[config.mk]
export PLATFORM = sky130hd
export DESIGN_NAME = decode_stage
export DESIGN_NICKNAME = d
export VERILOG_FILES = /design/src/common/decode_pkg.sv /design/src/hw/pc_ctrl.sv /design/src/hw/decode/imm_gen.sv /design/src/hw/decode/instr_decode.sv /design/src/hw/decode/decode_squash.sv /design/src/hw/decode_stage.sv
export SDC_FILE = /design/constraint.sdc
export NUM_CORES = 1
export LEC_CHECK = 0
export BUFFER_PORTS_ARGS = -buffer_cell sky130_fd_sc_hd__buf_2
export CAP_MARGIN = 20
export CORE_MARGIN = 2
export CORE_UTILIZATION = 45
export DETAILED_ROUTE_END_ITERATION = 10
export GPL_TIMING_DRIVEN = 0
export PLACE_DENSITY = 0.84
export SLEW_MARGIN = 20
export SYNTH_ARGS = -nofsm -noshare
export SYNTH_HDL_FRONTEND = slang
export SYNTH_SLANG_ARGS = --single-unit
export TNS_END_PERCENT = 10
[constraint.sdc]
create_clock -name clk -period 4.35 [get_ports clk]
set_clock_uncertainty 0.1 [all_clocks]
set_input_delay 0.435 -clock clk [delete_from_list [all_inputs] [get_ports clk]]
set_output_delay 0.435 -clock clk [all_outputs]
set_load 0.05 [all_outputs]
[src/common/decode_pkg.sv]
// ------------------------------------------------
// Decode stage package
// Widths, operation encodings and the packed structs
// passed between fetch, decode and execute
// ------------------------------------------------

package decode_pkg;

	localparam int W_ADDR = 32;

	typedef logic [W_ADDR-1:0] word_t;
	typedef logic [4:0]        reg_addr_t;

	// Major opcode, instruction bits 6:2
	typedef enum logic [4:0] {
		OPC_LOAD     = 5'b00000,
		OPC_MISC_MEM = 5'b00011,
		OPC_OP_IMM   = 5'b00100,
		OPC_AUIPC    = 5'b00101,
		OPC_STORE    = 5'b01000,
		OPC_OP       = 5'b01100,
		OPC_LUI      = 5'b01101,
		OPC_BRANCH   = 5'b11000,
		OPC_JALR     = 5'b11001,
		OPC_JAL      = 5'b11011
	} opcode_t;

	typedef enum logic [3:0] {
		ALUOP_ADD, ALUOP_SUB, ALUOP_LT, ALUOP_LTU,
		ALUOP_XOR, ALUOP_OR, ALUOP_AND, ALUOP_SLL,
		ALUOP_SRL, ALUOP_SRA, ALUOP_RS2, ALUOP_MULDIV
	} alu_op_t;

	typedef enum logic {ALUSRCA_RS1, ALUSRCA_PC} alusrc_a_t;
	typedef enum logic {ALUSRCB_RS2, ALUSRCB_IMM} alusrc_b_t;

	typedef enum logic [3:0] {
		MEMOP_NONE, MEMOP_LB, MEMOP_LH, MEMOP_LW, MEMOP_LBU,
		MEMOP_LHU, MEMOP_SB, MEMOP_SH, MEMOP_SW
	} mem_op_t;

	// Ordered to match funct3 of the M opcodes
	typedef enum logic [2:0] {
		M_OP_MUL, M_OP_MULH, M_OP_MULHSU, M_OP_MULHU,
		M_OP_DIV, M_OP_DIVU, M_OP_REM, M_OP_REMU
	} mul_op_t;

	typedef enum logic [1:0] {BCOND_NEVER, BCOND_ALWAYS, BCOND_ZERO, BCOND_NZERO} bcond_t;

	typedef enum logic [1:0] {EXCEPT_NONE, EXCEPT_INSTR_FAULT, EXCEPT_INSTR_ILLEGAL} except_t;

	// Fetch window, vld is thermometer coded per halfword
	typedef struct packed {
		word_t      cir;
		logic [1:0] err;
		logic [1:0] vld;
	} cir_window_t;

	typedef struct packed {
		logic  jump_now;
		word_t target;
		logic  not_except;
	} jump_req_t;

	typedef struct packed {
		reg_addr_t rs1;
		reg_addr_t rs2;
		reg_addr_t rd;
		word_t     imm;
		alusrc_a_t alusrc_a;
		alusrc_b_t alusrc_b;
		alu_op_t   aluop;
		mem_op_t   memop;
		mul_op_t   mulop;
		bcond_t    branchcond;
		word_t     addr_offs;
		logic      addr_is_regoffs;
		except_t   except;
	} decode_ctrl_t;

endpackage

[src/hw/pc_ctrl.sv]
// ------------------------------------------------
// Decode PC control
// Tracks the PC of the instruction in decode, works
// out stall and starvation, the halfword consume
// count and the instruction register lock
// ------------------------------------------------

`timescale 1ns/1ps

module pc_ctrl #(
	parameter decode_pkg::word_t RESET_VECTOR = 32'h0000_0000
) (
	input  logic                  clk,
	input  logic                  rst_n,
	input  logic                  cir_vld_full_i,
	input  logic                  x_stall_i,
	input  decode_pkg::jump_req_t jump_i,
	output logic                  starved_o,
	output logic [1:0]            cir_use_o,
	output logic                  cir_lock_o,
	output logic                  lock_prev_o,
	output decode_pkg::word_t     pc_o
);

	import decode_pkg::*;

	logic  starved;
	logic  stall;
	logic  assert_lock;
	logic  lock_q;
	word_t pc_q;

	// Every instruction is 32 bits, so both halfwords must be present
	assign starved     = !cir_vld_full_i;
	assign stall       = starved || x_stall_i;
	assign cir_use_o   = stall ? 2'd0 : 2'd2;
	assign starved_o   = starved;

	// A jump taken while decode is stalled must keep the instruction in the
	// CIR, or fetch could overwrite it before its link or recovery completes
	assign assert_lock = jump_i.jump_now && jump_i.not_except && stall;
	assign cir_lock_o  = assert_lock || (lock_q && stall);
	assign lock_prev_o = lock_q;
	assign pc_o        = pc_q;

	always_ff @(posedge clk or negedge rst_n) begin
		if (!rst_n) begin
			lock_q <= 1'b0;
		end else begin
			lock_q <= cir_lock_o;
		end
	end

	// The target is still on the jump input when the lock releases
	always_ff @(posedge clk or negedge rst_n) begin
		if (!rst_n) begin
			pc_q <= RESET_VECTOR;
		end else if ((jump_i.jump_now && !assert_lock) || (lock_q && !stall)) begin
			pc_q <= jump_i.target;
		end else if (!stall && !cir_lock_o) begin
			pc_q <= pc_q + W_ADDR'(4);
		end
	end

endmodule

[src/hw/decode/imm_gen.sv]
// ------------------------------------------------
// Immediate generator
// Builds the I, S, B, U and J immediates and picks
// the address offset for the current opcode
// ------------------------------------------------

`timescale 1ns/1ps

module imm_gen (
	input  decode_pkg::word_t instr_i,
	output decode_pkg::word_t imm_i_o,
	output decode_pkg::word_t imm_u_o,
	output decode_pkg::word_t addr_offs_o
);

	import decode_pkg::*;

	opcode_t opcode;
	word_t   imm_s;
	word_t   imm_b;
	word_t   imm_j;

	assign opcode  = opcode_t'(instr_i[6:2]);

	// All formats sign extend from bit 31
	assign imm_i_o = {{21{instr_i[31]}}, instr_i[30:20]};
	assign imm_s   = {{21{instr_i[31]}}, instr_i[30:25], instr_i[11:7]};
	assign imm_b   = {{20{instr_i[31]}}, instr_i[7], instr_i[30:25], instr_i[11:8], 1'b0};
	assign imm_u_o = {instr_i[31:12], 12'h000};
	assign imm_j   = {{12{instr_i[31]}}, instr_i[19:12], instr_i[20], instr_i[30:21], 1'b0};

	always_comb begin
		case (opcode)
			OPC_JAL:            addr_offs_o = imm_j;
			OPC_BRANCH:         addr_offs_o = imm_b;
			OPC_STORE:          addr_offs_o = imm_s;
			OPC_JALR, OPC_LOAD: addr_offs_o = imm_i_o;
			default:            addr_offs_o = '0;
		endcase
	end

endmodule

[src/hw/decode/instr_decode.sv]
// ------------------------------------------------
// Instruction decoder
// Maps one RV32IM instruction onto the raw control
// word for execute and flags unknown encodings
// ------------------------------------------------

`timescale 1ns/1ps

module instr_decode #(
	parameter bit EXTENSION_M = 1'b1
) (
	input  decode_pkg::word_t        instr_i,
	input  decode_pkg::word_t        imm_i_i,
	input  decode_pkg::word_t        imm_u_i,
	input  decode_pkg::word_t        addr_offs_i,
	output decode_pkg::decode_ctrl_t ctrl_o,
	output logic                     illegal_o
);

	import decode_pkg::*;

	localparam reg_addr_t X0 = '0;

	opcode_t    opcode;
	logic [2:0] funct3;
	logic [6:0] funct7;
	logic       bad_field;

	assign opcode = opcode_t'(instr_i[6:2]);
	assign funct3 = instr_i[14:12];
	assign funct7 = instr_i[31:25];

	// Compressed encodings are not supported
	assign illegal_o = bad_field || (instr_i[1:0] != 2'b11);

	// Shared by the register and immediate forms, alt picks SUB and SRA
	function automatic alu_op_t alu_from_funct3(input logic [2:0] f3, input logic alt);
		alu_op_t op;
		case (f3)
			3'b000:  op = alt ? ALUOP_SUB : ALUOP_ADD;
			3'b001:  op = ALUOP_SLL;
			3'b010:  op = ALUOP_LT;
			3'b011:  op = ALUOP_LTU;
			3'b100:  op = ALUOP_XOR;
			3'b101:  op = alt ? ALUOP_SRA : ALUOP_SRL;
			3'b110:  op = ALUOP_OR;
			default: op = ALUOP_AND;
		endcase
		return op;
	endfunction

	always_comb begin
		ctrl_o.rs1             = instr_i[19:15];
		ctrl_o.rs2             = instr_i[24:20];
		ctrl_o.rd              = instr_i[11:7];
		ctrl_o.imm             = imm_i_i;
		ctrl_o.alusrc_a        = ALUSRCA_RS1;
		ctrl_o.alusrc_b        = ALUSRCB_RS2;
		ctrl_o.aluop           = ALUOP_ADD;
		ctrl_o.memop           = MEMOP_NONE;
		ctrl_o.mulop           = M_OP_MUL;
		ctrl_o.branchcond      = BCOND_NEVER;
		ctrl_o.addr_offs       = addr_offs_i;
		ctrl_o.addr_is_regoffs = 1'b0;
		ctrl_o.except          = EXCEPT_NONE;
		bad_field              = 1'b0;

		case (opcode)
			OPC_LUI, OPC_AUIPC: begin
				ctrl_o.rs1      = X0;
				ctrl_o.rs2      = X0;
				ctrl_o.imm      = imm_u_i;
				ctrl_o.alusrc_b = ALUSRCB_IMM;
				if (opcode == OPC_LUI) begin
					ctrl_o.aluop = ALUOP_RS2;
				end else begin
					ctrl_o.alusrc_a = ALUSRCA_PC;
				end
			end
			OPC_JAL, OPC_JALR: begin
				// Execute computes the link address as PC + 4
				ctrl_o.rs2        = X0;
				ctrl_o.imm        = word_t'(4);
				ctrl_o.alusrc_a   = ALUSRCA_PC;
				ctrl_o.alusrc_b   = ALUSRCB_IMM;
				ctrl_o.branchcond = BCOND_ALWAYS;
				if (opcode == OPC_JAL) begin
					ctrl_o.rs1 = X0;
				end else begin
					ctrl_o.addr_is_regoffs = 1'b1;
					bad_field              = funct3 != 3'b000;
				end
			end
			OPC_BRANCH: begin
				// funct3 bit 0 inverts the sense, bit 2 selects a compare
				ctrl_o.rd         = X0;
				ctrl_o.aluop      = funct3[2] ? (funct3[1] ? ALUOP_LTU : ALUOP_LT) : ALUOP_SUB;
				ctrl_o.branchcond = (funct3[2] ^ funct3[0]) ? BCOND_NZERO : BCOND_ZERO;
				bad_field         = funct3[2:1] == 2'b01;
			end
			OPC_LOAD: begin
				ctrl_o.rs2             = X0;
				ctrl_o.addr_is_regoffs = 1'b1;
				case (funct3)
					3'b000:  ctrl_o.memop = MEMOP_LB;
					3'b001:  ctrl_o.memop = MEMOP_LH;
					3'b010:  ctrl_o.memop = MEMOP_LW;
					3'b100:  ctrl_o.memop = MEMOP_LBU;
					3'b101:  ctrl_o.memop = MEMOP_LHU;
					default: bad_field = 1'b1;
				endcase
			end
			OPC_STORE: begin
				ctrl_o.rd              = X0;
				ctrl_o.aluop           = ALUOP_RS2;
				ctrl_o.addr_is_regoffs = 1'b1;
				case (funct3)
					3'b000:  ctrl_o.memop = MEMOP_SB;
					3'b001:  ctrl_o.memop = MEMOP_SH;
					3'b010:  ctrl_o.memop = MEMOP_SW;
					default: bad_field = 1'b1;
				endcase
			end
			OPC_OP_IMM: begin
				ctrl_o.rs2      = X0;
				ctrl_o.alusrc_b = ALUSRCB_IMM;
				ctrl_o.aluop    = alu_from_funct3(funct3, funct3 == 3'b101 && funct7[5]);
				if (funct3 == 3'b001) begin
					bad_field = funct7 != 7'b0000000;
				end else if (funct3 == 3'b101) begin
					bad_field = (funct7 & 7'b1011111) != 7'b0000000;
				end
			end
			OPC_OP: begin
				if (funct7 == 7'b0000001) begin
					ctrl_o.aluop = ALUOP_MULDIV;
					ctrl_o.mulop = mul_op_t'(funct3);
					bad_field    = !EXTENSION_M;
				end else begin
					ctrl_o.aluop = alu_from_funct3(funct3, funct7[5]);
					bad_field    = !(funct7 == 7'b0000000 || (funct7 == 7'b0100000 &&
						(funct3 == 3'b000 || funct3 == 3'b101)));
				end
			end
			OPC_MISC_MEM: begin
				// FENCE is a no-op on this core
				ctrl_o.rd = X0;
				bad_field = funct3 != 3'b000;
			end
			default: begin
				bad_field = 1'b1;
			end
		endcase
	end

endmodule

[src/hw/decode/decode_squash.sv]
// ------------------------------------------------
// Decode squash
// Detects instruction bus faults and turns a faulty,
// illegal or starved decode into a harmless word
// ------------------------------------------------

`timescale 1ns/1ps

module decode_squash (
	input  decode_pkg::decode_ctrl_t ctrl_i,
	input  logic                     illegal_i,
	input  logic                     starved_i,
	input  logic                     lock_prev_i,
	input  logic [1:0]               cir_err_i,
	input  logic [1:0]               cir_vld_i,
	output decode_pkg::decode_ctrl_t ctrl_o
);

	import decode_pkg::*;

	logic bus_fault;

	// Errors on halfwords that have not arrived yet are ignored
	assign bus_fault = (cir_vld_i[0] && cir_err_i[0]) || (cir_vld_i[1] && cir_err_i[1]);

	always_comb begin
		ctrl_o = ctrl_i;
		if (bus_fault || illegal_i || starved_i) begin
			ctrl_o.rs1        = '0;
			ctrl_o.rs2        = '0;
			ctrl_o.rd         = '0;
			ctrl_o.memop      = MEMOP_NONE;
			ctrl_o.branchcond = BCOND_NEVER;
			ctrl_o.aluop      = ALUOP_ADD;
			if (bus_fault) begin
				ctrl_o.except = EXCEPT_INSTR_FAULT;
			end else if (illegal_i && !starved_i) begin
				ctrl_o.except = EXCEPT_INSTR_ILLEGAL;
			end else begin
				ctrl_o.except = EXCEPT_NONE;
			end
		end
		// A locked instruction has already issued its jump
		if (lock_prev_i) begin
			ctrl_o.branchcond = BCOND_NEVER;
		end
	end

endmodule

[src/hw/decode_stage.sv]
// ------------------------------------------------
// RV32 decode stage
// Consumes the fetch window, tracks the PC and
// produces the control word for execute
// ------------------------------------------------

`timescale 1ns/1ps

module decode_stage #(
	parameter decode_pkg::word_t RESET_VECTOR = 32'h0000_0000,
	parameter bit                EXTENSION_M  = 1'b1
) (
	input  logic                     clk,
	input  logic                     rst_n,
	input  decode_pkg::cir_window_t  cir_i,
	input  decode_pkg::jump_req_t    jump_i,
	input  logic                     x_stall_i,
	output logic [1:0]               cir_use_o,
	output logic                     cir_lock_o,
	output decode_pkg::word_t        pc_o,
	output decode_pkg::decode_ctrl_t ctrl_o
);

	import decode_pkg::*;

	logic         starved;
	logic         lock_prev;
	logic         illegal;
	word_t        imm_i;
	word_t        imm_u;
	word_t        addr_offs;
	decode_ctrl_t raw_ctrl;

	// --------------------------------------------------
	// PC and CIR control

	pc_ctrl #(
		.RESET_VECTOR (RESET_VECTOR)
	) pc_ctrl_i (
		.clk            (clk),
		.rst_n          (rst_n),
		.cir_vld_full_i (cir_i.vld[1]),
		.x_stall_i      (x_stall_i),
		.jump_i         (jump_i),
		.starved_o      (starved),
		.cir_use_o      (cir_use_o),
		.cir_lock_o     (cir_lock_o),
		.lock_prev_o    (lock_prev),
		.pc_o           (pc_o)
	);

	// --------------------------------------------------
	// Instruction decode

	imm_gen imm_gen_i (
		.instr_i     (cir_i.cir),
		.imm_i_o     (imm_i),
		.imm_u_o     (imm_u),
		.addr_offs_o (addr_offs)
	);

	instr_decode #(
		.EXTENSION_M (EXTENSION_M)
	) instr_decode_i (
		.instr_i     (cir_i.cir),
		.imm_i_i     (imm_i),
		.imm_u_i     (imm_u),
		.addr_offs_i (addr_offs),
		.ctrl_o      (raw_ctrl),
		.illegal_o   (illegal)
	);

	decode_squash decode_squash_i (
		.ctrl_i      (raw_ctrl),
		.illegal_i   (illegal),
		.starved_i   (starved),
		.lock_prev_i (lock_prev),
		.cir_err_i   (cir_i.err),
		.cir_vld_i   (cir_i.vld),
		.ctrl_o      (ctrl_o)
	);

endmodule

==> flow_metrics.env, run 1 <==
export IMPL_path_cells="buf_2 > nor3_1 > nand2b_1 > o21ai_0 > nand2b_1 > and2_1 > buf_4 > buf_2"
export IMPL_cts_sinks=33
export IMPL_synth_xor_area_share_pct=1.07
export IMPL_clk_insertion_delay_late_ns=0.30
export IMPL_tightest_slew_ns=0.852
export IMPL_syn_area_per_cell_sq_um=7.15
export IMPL_yosysSeqAreaShare_pct=25.2
export IMPL_p_leak_nw=2.41
export IMPL_end_kind="primary output"
export IMPL_start_kind="input port"
export IMPL_period_share_pct=84.3
export IMPL_placed_cells=759
export IMPL_ir_drop_mv=0.290
export IMPL_drive_gt1_share_pct=35.5
export IMPL_cts_tree="done"
export IMPL_rsz0062_at_grt="false"
export IMPL_ys_warn_count=0
export IMPL_synth_ff_type="dfrtp_1"
export IMPL_status="finished clean"
export IMPL_async_flop_share_pct=100
export IMPL_start_util_pct=45.9
export IMPL_cts_hold_buf=0
export IMPL_r2r_cells=9
export IMPL_clkTransAtPathRegs_ns=0.08
export IMPL_required_ns=3.82
export IMPL_synth_area_sq_um=3280
export IMPL_synthesis_nets=532
export IMPL_synth_edf_count=0
export IMPL_cts_buffer_depth=2
export IMPL_fill_cells=674
export IMPL_gp_congestion=0.957
export IMPL_synth_compound_area_share_pct=25.6
export IMPL_boundaryPins=205
export IMPL_stdcell_count=767
export IMPL_dr_total_vias=4552
export IMPL_ant_nets=0
export IMPL_synth_seq_cells=33
export IMPL_cpMaxStageDelayCell="o21ai_0"
export IMPL_cts_buffers=5
export IMPL_maxSlewViolCount=0
export IMPL_diodes=0
export IMPL_first_pass_iters=5
export IMPL_cts_resized=0
export IMPL_nets=741
export IMPL_r2r_start="pc_ctrl_i.pc_o[2]"
export IMPL_fin_tns_setup_ns=0
export IMPL_dieArea_sq_um=7980
export IMPL_cp_num_buf_inv=3
export IMPL_critical_path_class="input port to primary output"
export IMPL_cts_max_level=2
export IMPL_rr_endpoint="pc_ctrl_i.pc_o[30]"
export IMPL_drt_iter0_drc=379
export IMPL_clock_fmax_ghz=0.273
export IMPL_setup_viol=0
export IMPL_max_cap_violations=0
export IMPL_antenna_found_initial=0
export IMPL_routed_wl_um=13500
export IMPL_hold_class="input port to async pin"
export IMPL_slowest_delay_ns=0.58
export IMPL_slew_headroom_pct=42.4
export IMPL_die_h_um=89.3
export IMPL_die_w_um=89.3
export IMPL_grt_pass1_wl_um=20000
export IMPL_vias_per_cell=5.93
export IMPL_setup_ws_ns=0.684
export IMPL_design_power_total_mw=1.52
export IMPL_routedWlPerCell_um=17.6
export IMPL_dp_hpwl_um=10600
export IMPL_post_route_min_period_ns=3.67
export IMPL_arrival_ns=3.13
export IMPL_path_max_fanout=12
export IMPL_synth_top_family_by_area="simple AND/OR/NAND/NOR gates"
export IMPL_power_density_nw_per_um2=335
export IMPL_port_buffers=202
export IMPL_dp_slack_ns=0.755
export IMPL_synth_mux_area_share_pct=0.305
export IMPL_ys_types=62
export IMPL_synth_simple_area_share_pct=38.1
export IMPL_hold_viol_final=0
export IMPL_critical_path_top_delay_family="simple AND/OR/NAND/NOR gates"
export IMPL_syn_to_final_growth_pct=38.2
export IMPL_drc_errors=0
export IMPL_r2r_slack_ns=1.66
export IMPL_grt_usage_pct=32.0
export IMPL_overflow=0
export IMPL_syn_inst=458
export IMPL_synth_fa_ha_area_share_pct=0.687
export IMPL_grt_pass1_vias=4046
export IMPL_core_area_sq_um=7140
export IMPL_post_cts_buffers=0
export IMPL_grt_max_degree=34
export IMPL_num_rows=31
export IMPL_cts_root_buf="clkbuf_8"
-- synthesized netlist by cell type (4+ instances only) --
library cell | instances | area [sq um]
a31oi_1 | 4 | 25.0
a41oi_1 | 4 | 35.0
nor3_1 | 11 | 55.1
and3_1 | 37 | 231
o22ai_1 | 6 | 37.5
and4_1 | 6 | 52.6
nor2_1 | 31 | 116
a21o_1 | 11 | 82.6
inv_1 | 8 | 30.0
nand4_1 | 7 | 43.8
nand2b_1 | 5 | 31.3
and2_1 | 19 | 119
o22a_1 | 4 | 35.0
a21oi_1 | 34 | 170
nor2b_1 | 5 | 31.3
nand3_1 | 18 | 90.1
buf_2 | 5 | 25.0
a311oi_1 | 7 | 61.3
buf_4 | 13 | 97.6
dfrtp_1 | 33 | 826
o21ai_0 | 30 | 150
a211oi_1 | 4 | 30.0
a22o_1 | 5 | 43.8
clkbuf_1 | 29 | 109
nand2_1 | 66 | 248
-- worst reg2reg max path, stage by stage, from the launching register on --
cell and delay [ns]:
dfrtp_1 0.43, ha_1 0.21, and3_1 0.25, nor2b_1 0.15, clkbuf_1 0.38, and4_1 0.24, buf_2 0.23, nand2_1 0.10
o32a_1 0.30, o22a_1 0.19
-- worst max path at each step --
stage,startpoint,endpoint,slack (ns),cells past startpoint
3_3_place_gp,cir_i[10],ctrl_o[27],0.78,8
5_1_grt,cir_i[10],ctrl_o[25],0.49,8
3_5_place_dp,cir_i[10],ctrl_o[28],0.76,8
4_1_cts,cir_i[10],ctrl_o[28],0.75,8
2_1_floorplan,cir_i[0],ctrl_o[42],0.34,5
6_report,cir_i[10],ctrl_o[28],0.68,8
-- per-layer routing --
layer | track usage (%) | routed length, um | vias to the layer above
met5 | 0 | 0 | -
met4 | 14.5 | 459 | 0
met3 | 4.34 | 1250 | 45
met2 | 55.9 | 6740 | 304
met1 | 39.1 | 5080 | 2129
li1 | - | - | 2074
-- cells in the final DEF (no fill, tap or decap), types with 3 or more instances in the layout --
cell and instances:
buf_2 207, nand2_1 66, and3_1 37, a21oi_1 34
dfrtp_1 33, nor2_1 31, clkbuf_1 30, o21ai_0 30
and2_1 19, nand3_1 18, buf_4 13, nor3_1 11
a21o_1 11, inv_1 8, nand4_1 7, a311oi_1 7
o22ai_1 6, and4_1 6, clkbuf_8 6, nor2b_1 5
nand2b_1 5, a22o_1 5, a31oi_1 4, a211oi_1 4
o22a_1 4, a41oi_1 4, nor3b_1 3, nor4b_1 3
or4_1 3, or2_2 3, nor4_1 3
-- stage by stage --
step | area (sq um) | hold slack [ns] | util, %
after floorplan | 3280 | 0.0394 | -
after global placement | 4410 | 0.357 | 61.8
after detailed placement | 4410 | 0.361 | 61.8
after CTS | 4530 | 0.133 | 63.4
after global routing | 4530 | 0.159 | 63.4
final | 4530 | 0.106 | 63.4
-- logic make-up (layout without fill, tap and decap cells) --
kind of cell / after synthesis / in the layout
compound gates: 128 / 128
xor+xnor: 4 / 4
fa+ha+maj: 2 / 2
buf+inv: 59 / 269
flops: 33 / 33
mux: 1 / 1
other cells: 1 / 1
simple gates: 230 / 230
-- report_power, final --
part | switching, mW | internal, mW | total, mW
logic | 0.576 | 0.195 | 0.771
clock network | 0.122 | 0.187 | 0.309
registers | 0.0741 | 0.365 | 0.439
total | 0.772 | 0.747 | 1.52
-- flip-flops by register name, summed over array words and instances, names as in the netlist --
signal	count
pc_ctrl_i.pc_o	32
pc_ctrl_i.lock_prev_o	1
-- cell type report --
| type | count | area (sq um) | area share [%] |
|---|---|---|---|
| inverter | 8 | 30.0 | 0.663 |
| sequential | 33 | 826 | 18.2 |
| tap | 99 | 124 | 2.74 |
| clock buffer | 7 | 86.3 | 1.91 |
| buffer | 51 | 262 | 5.78 |
| clock inverter | 1 | 30.0 | 0.663 |
| timing repair buffer | 202 | 1010 | 22.3 |
| multi-input combinational | 366 | 2160 | 47.7 |
Power figures use the tool's default switching activity.
==> inputs of run 2 (changes only) <==
Settings changed: ABC_AREA set to 1, CORE_UTILIZATION 45 to 41, PLACE_DENSITY 0.84 to 0.78.
Clock period 4.35 ns to 3.2 ns, I/O delays scaled along.
==> run 2 against run 1 <==
Against the previous run: the run now ends with hold timing left; flip-flop and latch count stayed put; worst setup slack better by 0.022 ns; hold slack worse by 0.13 ns; power is 39% higher; sequential share of layout area is 1.3 points lower; global-route usage is 4.0 points lower.
==> flow_metrics.env, run 2 <==
export IMPL_synth_top_cell_area_share_pct=22.8
export IMPL_cts_root_buf="clkbuf_8"
export IMPL_syn_to_final_growth_pct=34.5
export IMPL_synth_edf_count=0
export IMPL_ys_types=41
export IMPL_startpoint="cir_i[6]"
export IMPL_yosysTopAreaCell="dfrtp_1"
export IMPL_synth_area_sq_um=3620
export IMPL_r2r_slack_ns=1.10
export IMPL_async_flop_share_pct=100
export IMPL_cts_max_level=2
export IMPL_synth_area_leaders="dfrtp_1 23%, nand2_1 16%, inv_1 9.6%"
export IMPL_multi_input_area_sq_um=2200
export IMPL_diodes=0
export IMPL_cts_buffer_depth=2
export IMPL_boundaryPins=205
export IMPL_clock_fmax_ghz=0.401
export IMPL_yosysSeqAreaShare_pct=22.8
export IMPL_yosys_top_cells_count="154 x nand2_1, 93 x inv_1, 80 x nor2_1"
export IMPL_setup_viol=0
export IMPL_routed_wl_um=13900
export IMPL_clk_insertion_delay_late_ns=0.30
export IMPL_first_pass_iters=5
export IMPL_p_sw_share_pct=54.4
export IMPL_syn_inst=620
export IMPL_ir_drop_mv=0.311
export IMPL_hold_class="input port to async pin"
export IMPL_period_share_pct=77.9
export IMPL_rr_endpoint="pc_ctrl_i.pc_o[20]"
export IMPL_dp_hpwl_um=11300
export IMPL_grt_max_degree=34
export IMPL_intPower_mw=0.963
export IMPL_hold_viol_final=33
export IMPL_placed_cells=930
export IMPL_path_depth=12
export IMPL_maxSlewViolCount=0
export IMPL_p_comb_share_pct=54.0
export IMPL_violations="hold timing"
export IMPL_stdcell_count=938
export IMPL_critical_path_top_delay_family="buffers and inverters"
export IMPL_end_kind="primary output"
export IMPL_power_density_nw_per_um2=434
export IMPL_start_kind="input port"
export IMPL_syn_area_per_cell_sq_um=5.84
export IMPL_largest_reg_flops=32
export IMPL_post_cts_buffers=0
export IMPL_drc_errors=0
export IMPL_tightest_slew_ns=0.752
export IMPL_cpMaxStageDelayCell="inv_1"
export IMPL_r2r_cells=10
export IMPL_r2r_start="pc_ctrl_i.pc_o[2]"
export IMPL_dieArea_sq_um=9590
export IMPL_port_buffers=202
export IMPL_seq_area_sq_um=826
export IMPL_slew_headroom_pct=49.8
export IMPL_rsz0062_at_grt="false"
export IMPL_overflow=0
export IMPL_num_rows=34
export IMPL_postLayoutCoreUtil_pct=56.3
export IMPL_path_max_fanout=12
export IMPL_p_leak_nw=2.88
export IMPL_cts_resized=0
export IMPL_power_share_clock_pct=17.1
export IMPL_arrival_ns=2.07
export IMPL_core_area_sq_um=8640
export IMPL_die_h_um=97.9
export IMPL_cp_num_buf_inv=6
export IMPL_crit_top_cell="nand2_1"
export IMPL_gp_congestion=0.985
export IMPL_grt_pass1_vias=4448
export IMPL_status="finished, violations left"
export IMPL_worstSetupEndpoint="ctrl_o[32]"
export IMPL_max_cap_violations=0
export IMPL_drt_iter0_drc=326
export IMPL_grt_usage_pct=28.1
export IMPL_synth_seq_cells=33
export IMPL_drive_gt1_share_pct=33.9
export IMPL_setup_ws_ns=0.707
export IMPL_slowest_delay_ns=0.25
export IMPL_cts_hold_buf=0
export IMPL_grt_pass1_wl_um=21700
export IMPL_critical_path_class="input port to primary output"
export IMPL_post_route_min_period_ns=2.49
export IMPL_final_common_cell="buf_2"
export IMPL_yosysMostFrequentCell="nand2_1"
export IMPL_dp_slack_ns=0.698
export IMPL_stdcell_area_sq_um=4870
export IMPL_design_power_total_mw=2.11
export IMPL_fin_tns_setup_ns=0
export IMPL_nets=903
export IMPL_dr_total_vias=4896
export IMPL_path_cells="buf_2 > inv_2 > nand2_2 > nor2_1 > nand2_1 > nand2_1 > inv_1 > nand2_1 > nand2_1 > inv_1 > buf_4 > buf_2"
export IMPL_seq_power_share_pct=28.9
export IMPL_antenna_found_initial=0
export IMPL_cts_tree="done"
export IMPL_synthesis_nets=694
export IMPL_ant_nets=0
export IMPL_routedWlPerCell_um=14.9
export IMPL_dpl_cell_area_sq_um=4760
export IMPL_synth_ff_type="dfrtp_1"
export IMPL_start_util_pct=41.9
export IMPL_die_w_um=97.9
export IMPL_final_cell_mix="210 x buf_2, 154 x nand2_1, 93 x inv_1"
export IMPL_required_ns=2.78
export IMPL_p_sw_mw=1.15
export IMPL_clkTransAtPathRegs_ns=0.07
export IMPL_fill_cells=899
export IMPL_cts_buffers=5
export IMPL_vias_per_cell=5.22
export IMPL_ys_warn_count=0
export IMPL_whs_ns=-0.0263
export IMPL_cts_sinks=33
## run 2: layout make-up
type,count,area share [%]
multi-input combinational,450,45.3
timing repair buffer,202,20.8
sequential,33,17.0
inverter,107,8.25
buffer,30,3.83
tap,108,2.78
clock buffer,7,1.98
clock inverter,1,0.103
## run 2: worst min path at each step
stage / from / cells past startpoint / slack (ns) / endpoint
2_1_floorplan: rst_n / 0 / -0.08 / pc_ctrl_i.lock_prev_o
3_3_place_gp: rst_n / 1 / 0.33 / pc_ctrl_i.pc_o[17]
3_5_place_dp: rst_n / 1 / 0.32 / pc_ctrl_i.pc_o[29]
4_1_cts: rst_n / 1 / 0.005 / pc_ctrl_i.pc_o[28]
5_1_grt: rst_n / 1 / 0.04 / pc_ctrl_i.pc_o[28]
6_report: rst_n / 1 / -0.03 / pc_ctrl_i.pc_o[28]
## run 2: layer usage
| metal | vias up | GRT usage [%] | share of wire (%) |
|---|---|---|---|
| met2 | 267 | 47.4 | 49 |
| met4 | 0 | 15.6 | 4.2 |
| met3 | 44 | 6.01 | 9.1 |
| met5 | - | 0 | 0 |
| li1 | 2395 | - | - |
| met1 | 2190 | 33.0 | 38 |
## run 2: cells by family (layout without fill, tap and decap cells)
| family | after synthesis | count (layout) | synth area share, % |
|---|---|---|---|
| simple gates | 326 | 326 | 40.9 |
| buf+inv | 137 | 347 | 16.3 |
| compound gates | 116 | 116 | 18.1 |
| flops | 33 | 33 | 22.8 |
| xor+xnor | 6 | 6 | 1.45 |
| fa+ha+maj | 1 | 1 | 0.346 |
| other cells | 1 | 1 | 0.104 |
## run 2: power groups by stage
stage,logic [mW],registers (mW),clock network [mW]
final,1.14,0.611,0.360
after global placement,1.13,0.612,0
after floorplan,0.557,0.868,0
after detailed placement,1.14,0.612,0
after CTS,1.14,0.606,0.363
after global routing,1.22,0.622,0.387
==> inputs of run 3 (changes only) <==
Clock period 3.2 ns to 2.14 ns, I/O delays scaled along.
==> run 3 against run 2 <==
Against the previous run: power increased by 53%; worst setup slack worse by 0.66 ns; critical path type unchanged; largest power group unchanged; the run now ends clean; via count rose by 3.4%; combinational power increased by 57%; critical endpoint is now ctrl_o[35].
==> flow_metrics.env, run 3 (same netlist as run 2, synthesis figures left out) <==
export IMPL_status="finished clean"
export IMPL_core_area_sq_um=8640
export IMPL_boundaryPins=205
export IMPL_cts_buffer_depth=2
export IMPL_arrival_ns=1.78
export IMPL_die_w_um=97.9
export IMPL_first_pass_iters=5
export IMPL_start_util_pct=41.9
export IMPL_syn_to_final_growth_pct=49.7
export IMPL_grt_max_degree=34
export IMPL_setup_viol=0
export IMPL_clock_fmax_ghz=0.477
export IMPL_hold_viol_final=0
export IMPL_largest_reg_flops=32
export IMPL_cts_buffers=5
export IMPL_r2r_cells=9
export IMPL_end_kind="primary output"
export IMPL_gp_congestion=1.01
export IMPL_cts_root_buf="clkbuf_8"
export IMPL_grt_pass1_vias=4410
export IMPL_grt_usage_pct=27.9
export IMPL_routedWlPerCell_um=15.5
export IMPL_final_cell_mix="170 x buf_2, 145 x nand2_1, 91 x inv_1"
export IMPL_hold_class="input port to flip-flop"
export IMPL_ir_drop_mv=0.508
export IMPL_hold_depth=3
export IMPL_die_h_um=97.9
export IMPL_dieArea_sq_um=9590
export IMPL_cts_sinks=33
export IMPL_start_kind="input port"
export IMPL_max_cap_violations=0
export IMPL_tightest_slew_ns=0.750
export IMPL_num_rows=34
export IMPL_diodes=0
export IMPL_slew_headroom_pct=50.0
export IMPL_nets=919
export IMPL_ant_nets=0
export IMPL_dp_hpwl_um=11300
export IMPL_port_buffers=202
export IMPL_setup_ws_ns=0.0421
export IMPL_cts_max_level=2
export IMPL_critical_path_class="input port to primary output"
export IMPL_antenna_found_initial=0
export IMPL_path_max_fanout=6
export IMPL_drt_iter0_drc=286
export IMPL_power_density_nw_per_um2=597
export IMPL_placed_cells=930
export IMPL_dp_slack_ns=-0.180
export IMPL_stdcell_area_sq_um=5420
export IMPL_dr_total_vias=5062
export IMPL_rsz0062_at_grt="true"
export IMPL_drive_gt1_share_pct=38.8
export IMPL_clk_insertion_delay_late_ns=0.29
export IMPL_final_common_cell="buf_2"
export IMPL_fill_cells=815
export IMPL_grt_pass1_wl_um=21800
export IMPL_p_leak_nw=3.02
export IMPL_maxSlewViolCount=0
export IMPL_routed_wl_um=14800
export IMPL_cts_tree="done"
export IMPL_period_share_pct=98.0
export IMPL_vias_per_cell=5.31
export IMPL_dpl_cell_area_sq_um=4780
export IMPL_required_ns=1.83
export IMPL_postLayoutCoreUtil_pct=62.7
export IMPL_overflow=0
export IMPL_stdcell_count=954
export IMPL_drc_errors=0
export IMPL_whs_ns=0.00776
export IMPL_post_route_min_period_ns=2.10
export IMPL_clkTransAtPathRegs_ns=0.07
-- run 3: cell types whose count changed in the layout (fill, tap and decap cells not counted), moves of 7 or more --
cell	previous run	this run
buf_2	210	170
buf_4	13	38
nor2_1	80	64
buf_6	2	17
clkbuf_4	0	12
nor2_4	3	13
nand2_1	154	145
nor3_2	16	9
nor3_4	0	7
-- run 3: repair_timing --
action / in CTS / in global routing
buffers inserted: 1 / 13
hold endpoints to repair: 33 / 0
hold buffers: 1 / 0
setup endpoints to repair: 39 / 46
pin swaps: 1 / 13
gates cloned: 0 / 1
resized for setup: 25 / 100
-- run 3: power breakdown --
| part | total (mW) | switching (mW) | internal [mW] |
|---|---|---|---|
| logic | 1.79 | 1.34 | 0.445 |
| registers | 0.910 | 0.166 | 0.744 |
| clock network | 0.533 | 0.242 | 0.291 |
-- run 3: final cells by class --
type | count | area [sq um] | area share [%]
sequential | 33 | 826 | 15.2
clock buffer | 7 | 96.3 | 1.78
clock inverter | 1 | 5.00 | 0.0924
buffer | 30 | 204 | 3.77
multi-input combinational | 450 | 2420 | 44.6
timing repair buffer | 218 | 1320 | 24.3
inverter | 107 | 417 | 7.69
tap | 108 | 135 | 2.50
-- run 3: critical path: stages --
cell	delay (ns)
buf_4	0.12
inv_4	0.05
nand2_4	0.11
nor2_4	0.07
buf_4	0.14
inv_2	0.05
nor2_2	0.04
nand2_1	0.08
nand2_2	0.07
nor2_4	0.17
nand2_4	0.12
buf_12	0.17
nor3_4	0.20
buf_6	0.18
-- run 3: worst paths after layout --
path                                      end  slack, ns         startpoint
max in group asynchronous   pc_ctrl_i.pc_o[3]       1.04              rst_n
hold / removal              pc_ctrl_i.pc_o[0]      0.008          jump_i[1]
setup / recovery                   ctrl_o[35]       0.04           cir_i[6]
setup reg to reg           pc_ctrl_i.pc_o[26]       0.14  pc_ctrl_i.pc_o[2]
hold reg to reg             pc_ctrl_i.pc_o[0]       0.39  pc_ctrl_i.pc_o[0]
min in group asynchronous  pc_ctrl_i.pc_o[11]       0.43              rst_n
-- run 3: per-layer routing --
| metal | vias to the layer above | track usage [%] | part of all wire, % |
|---|---|---|---|
| met2 | 321 | 48.8 | 50 |
| li1 | 2426 | - | - |
| met5 | - | 0 | 0 |
| met1 | 2254 | 32.5 | 35 |
| met4 | 0 | 15.5 | 5.3 |
| met3 | 61 | 4.15 | 10 |
-- run 3: per-stage QoR --
| step | total power, mW | TNS (ns) |
|---|---|---|
| after floorplan | 2.13 | -5.80 |
| after global placement | 2.61 | -4.01 |
| after detailed placement | 2.62 | -4.31 |
| after CTS | 3.16 | -0.00893 |
| after global routing | 3.42 | -0.497 |
| final | 3.23 | 0 |
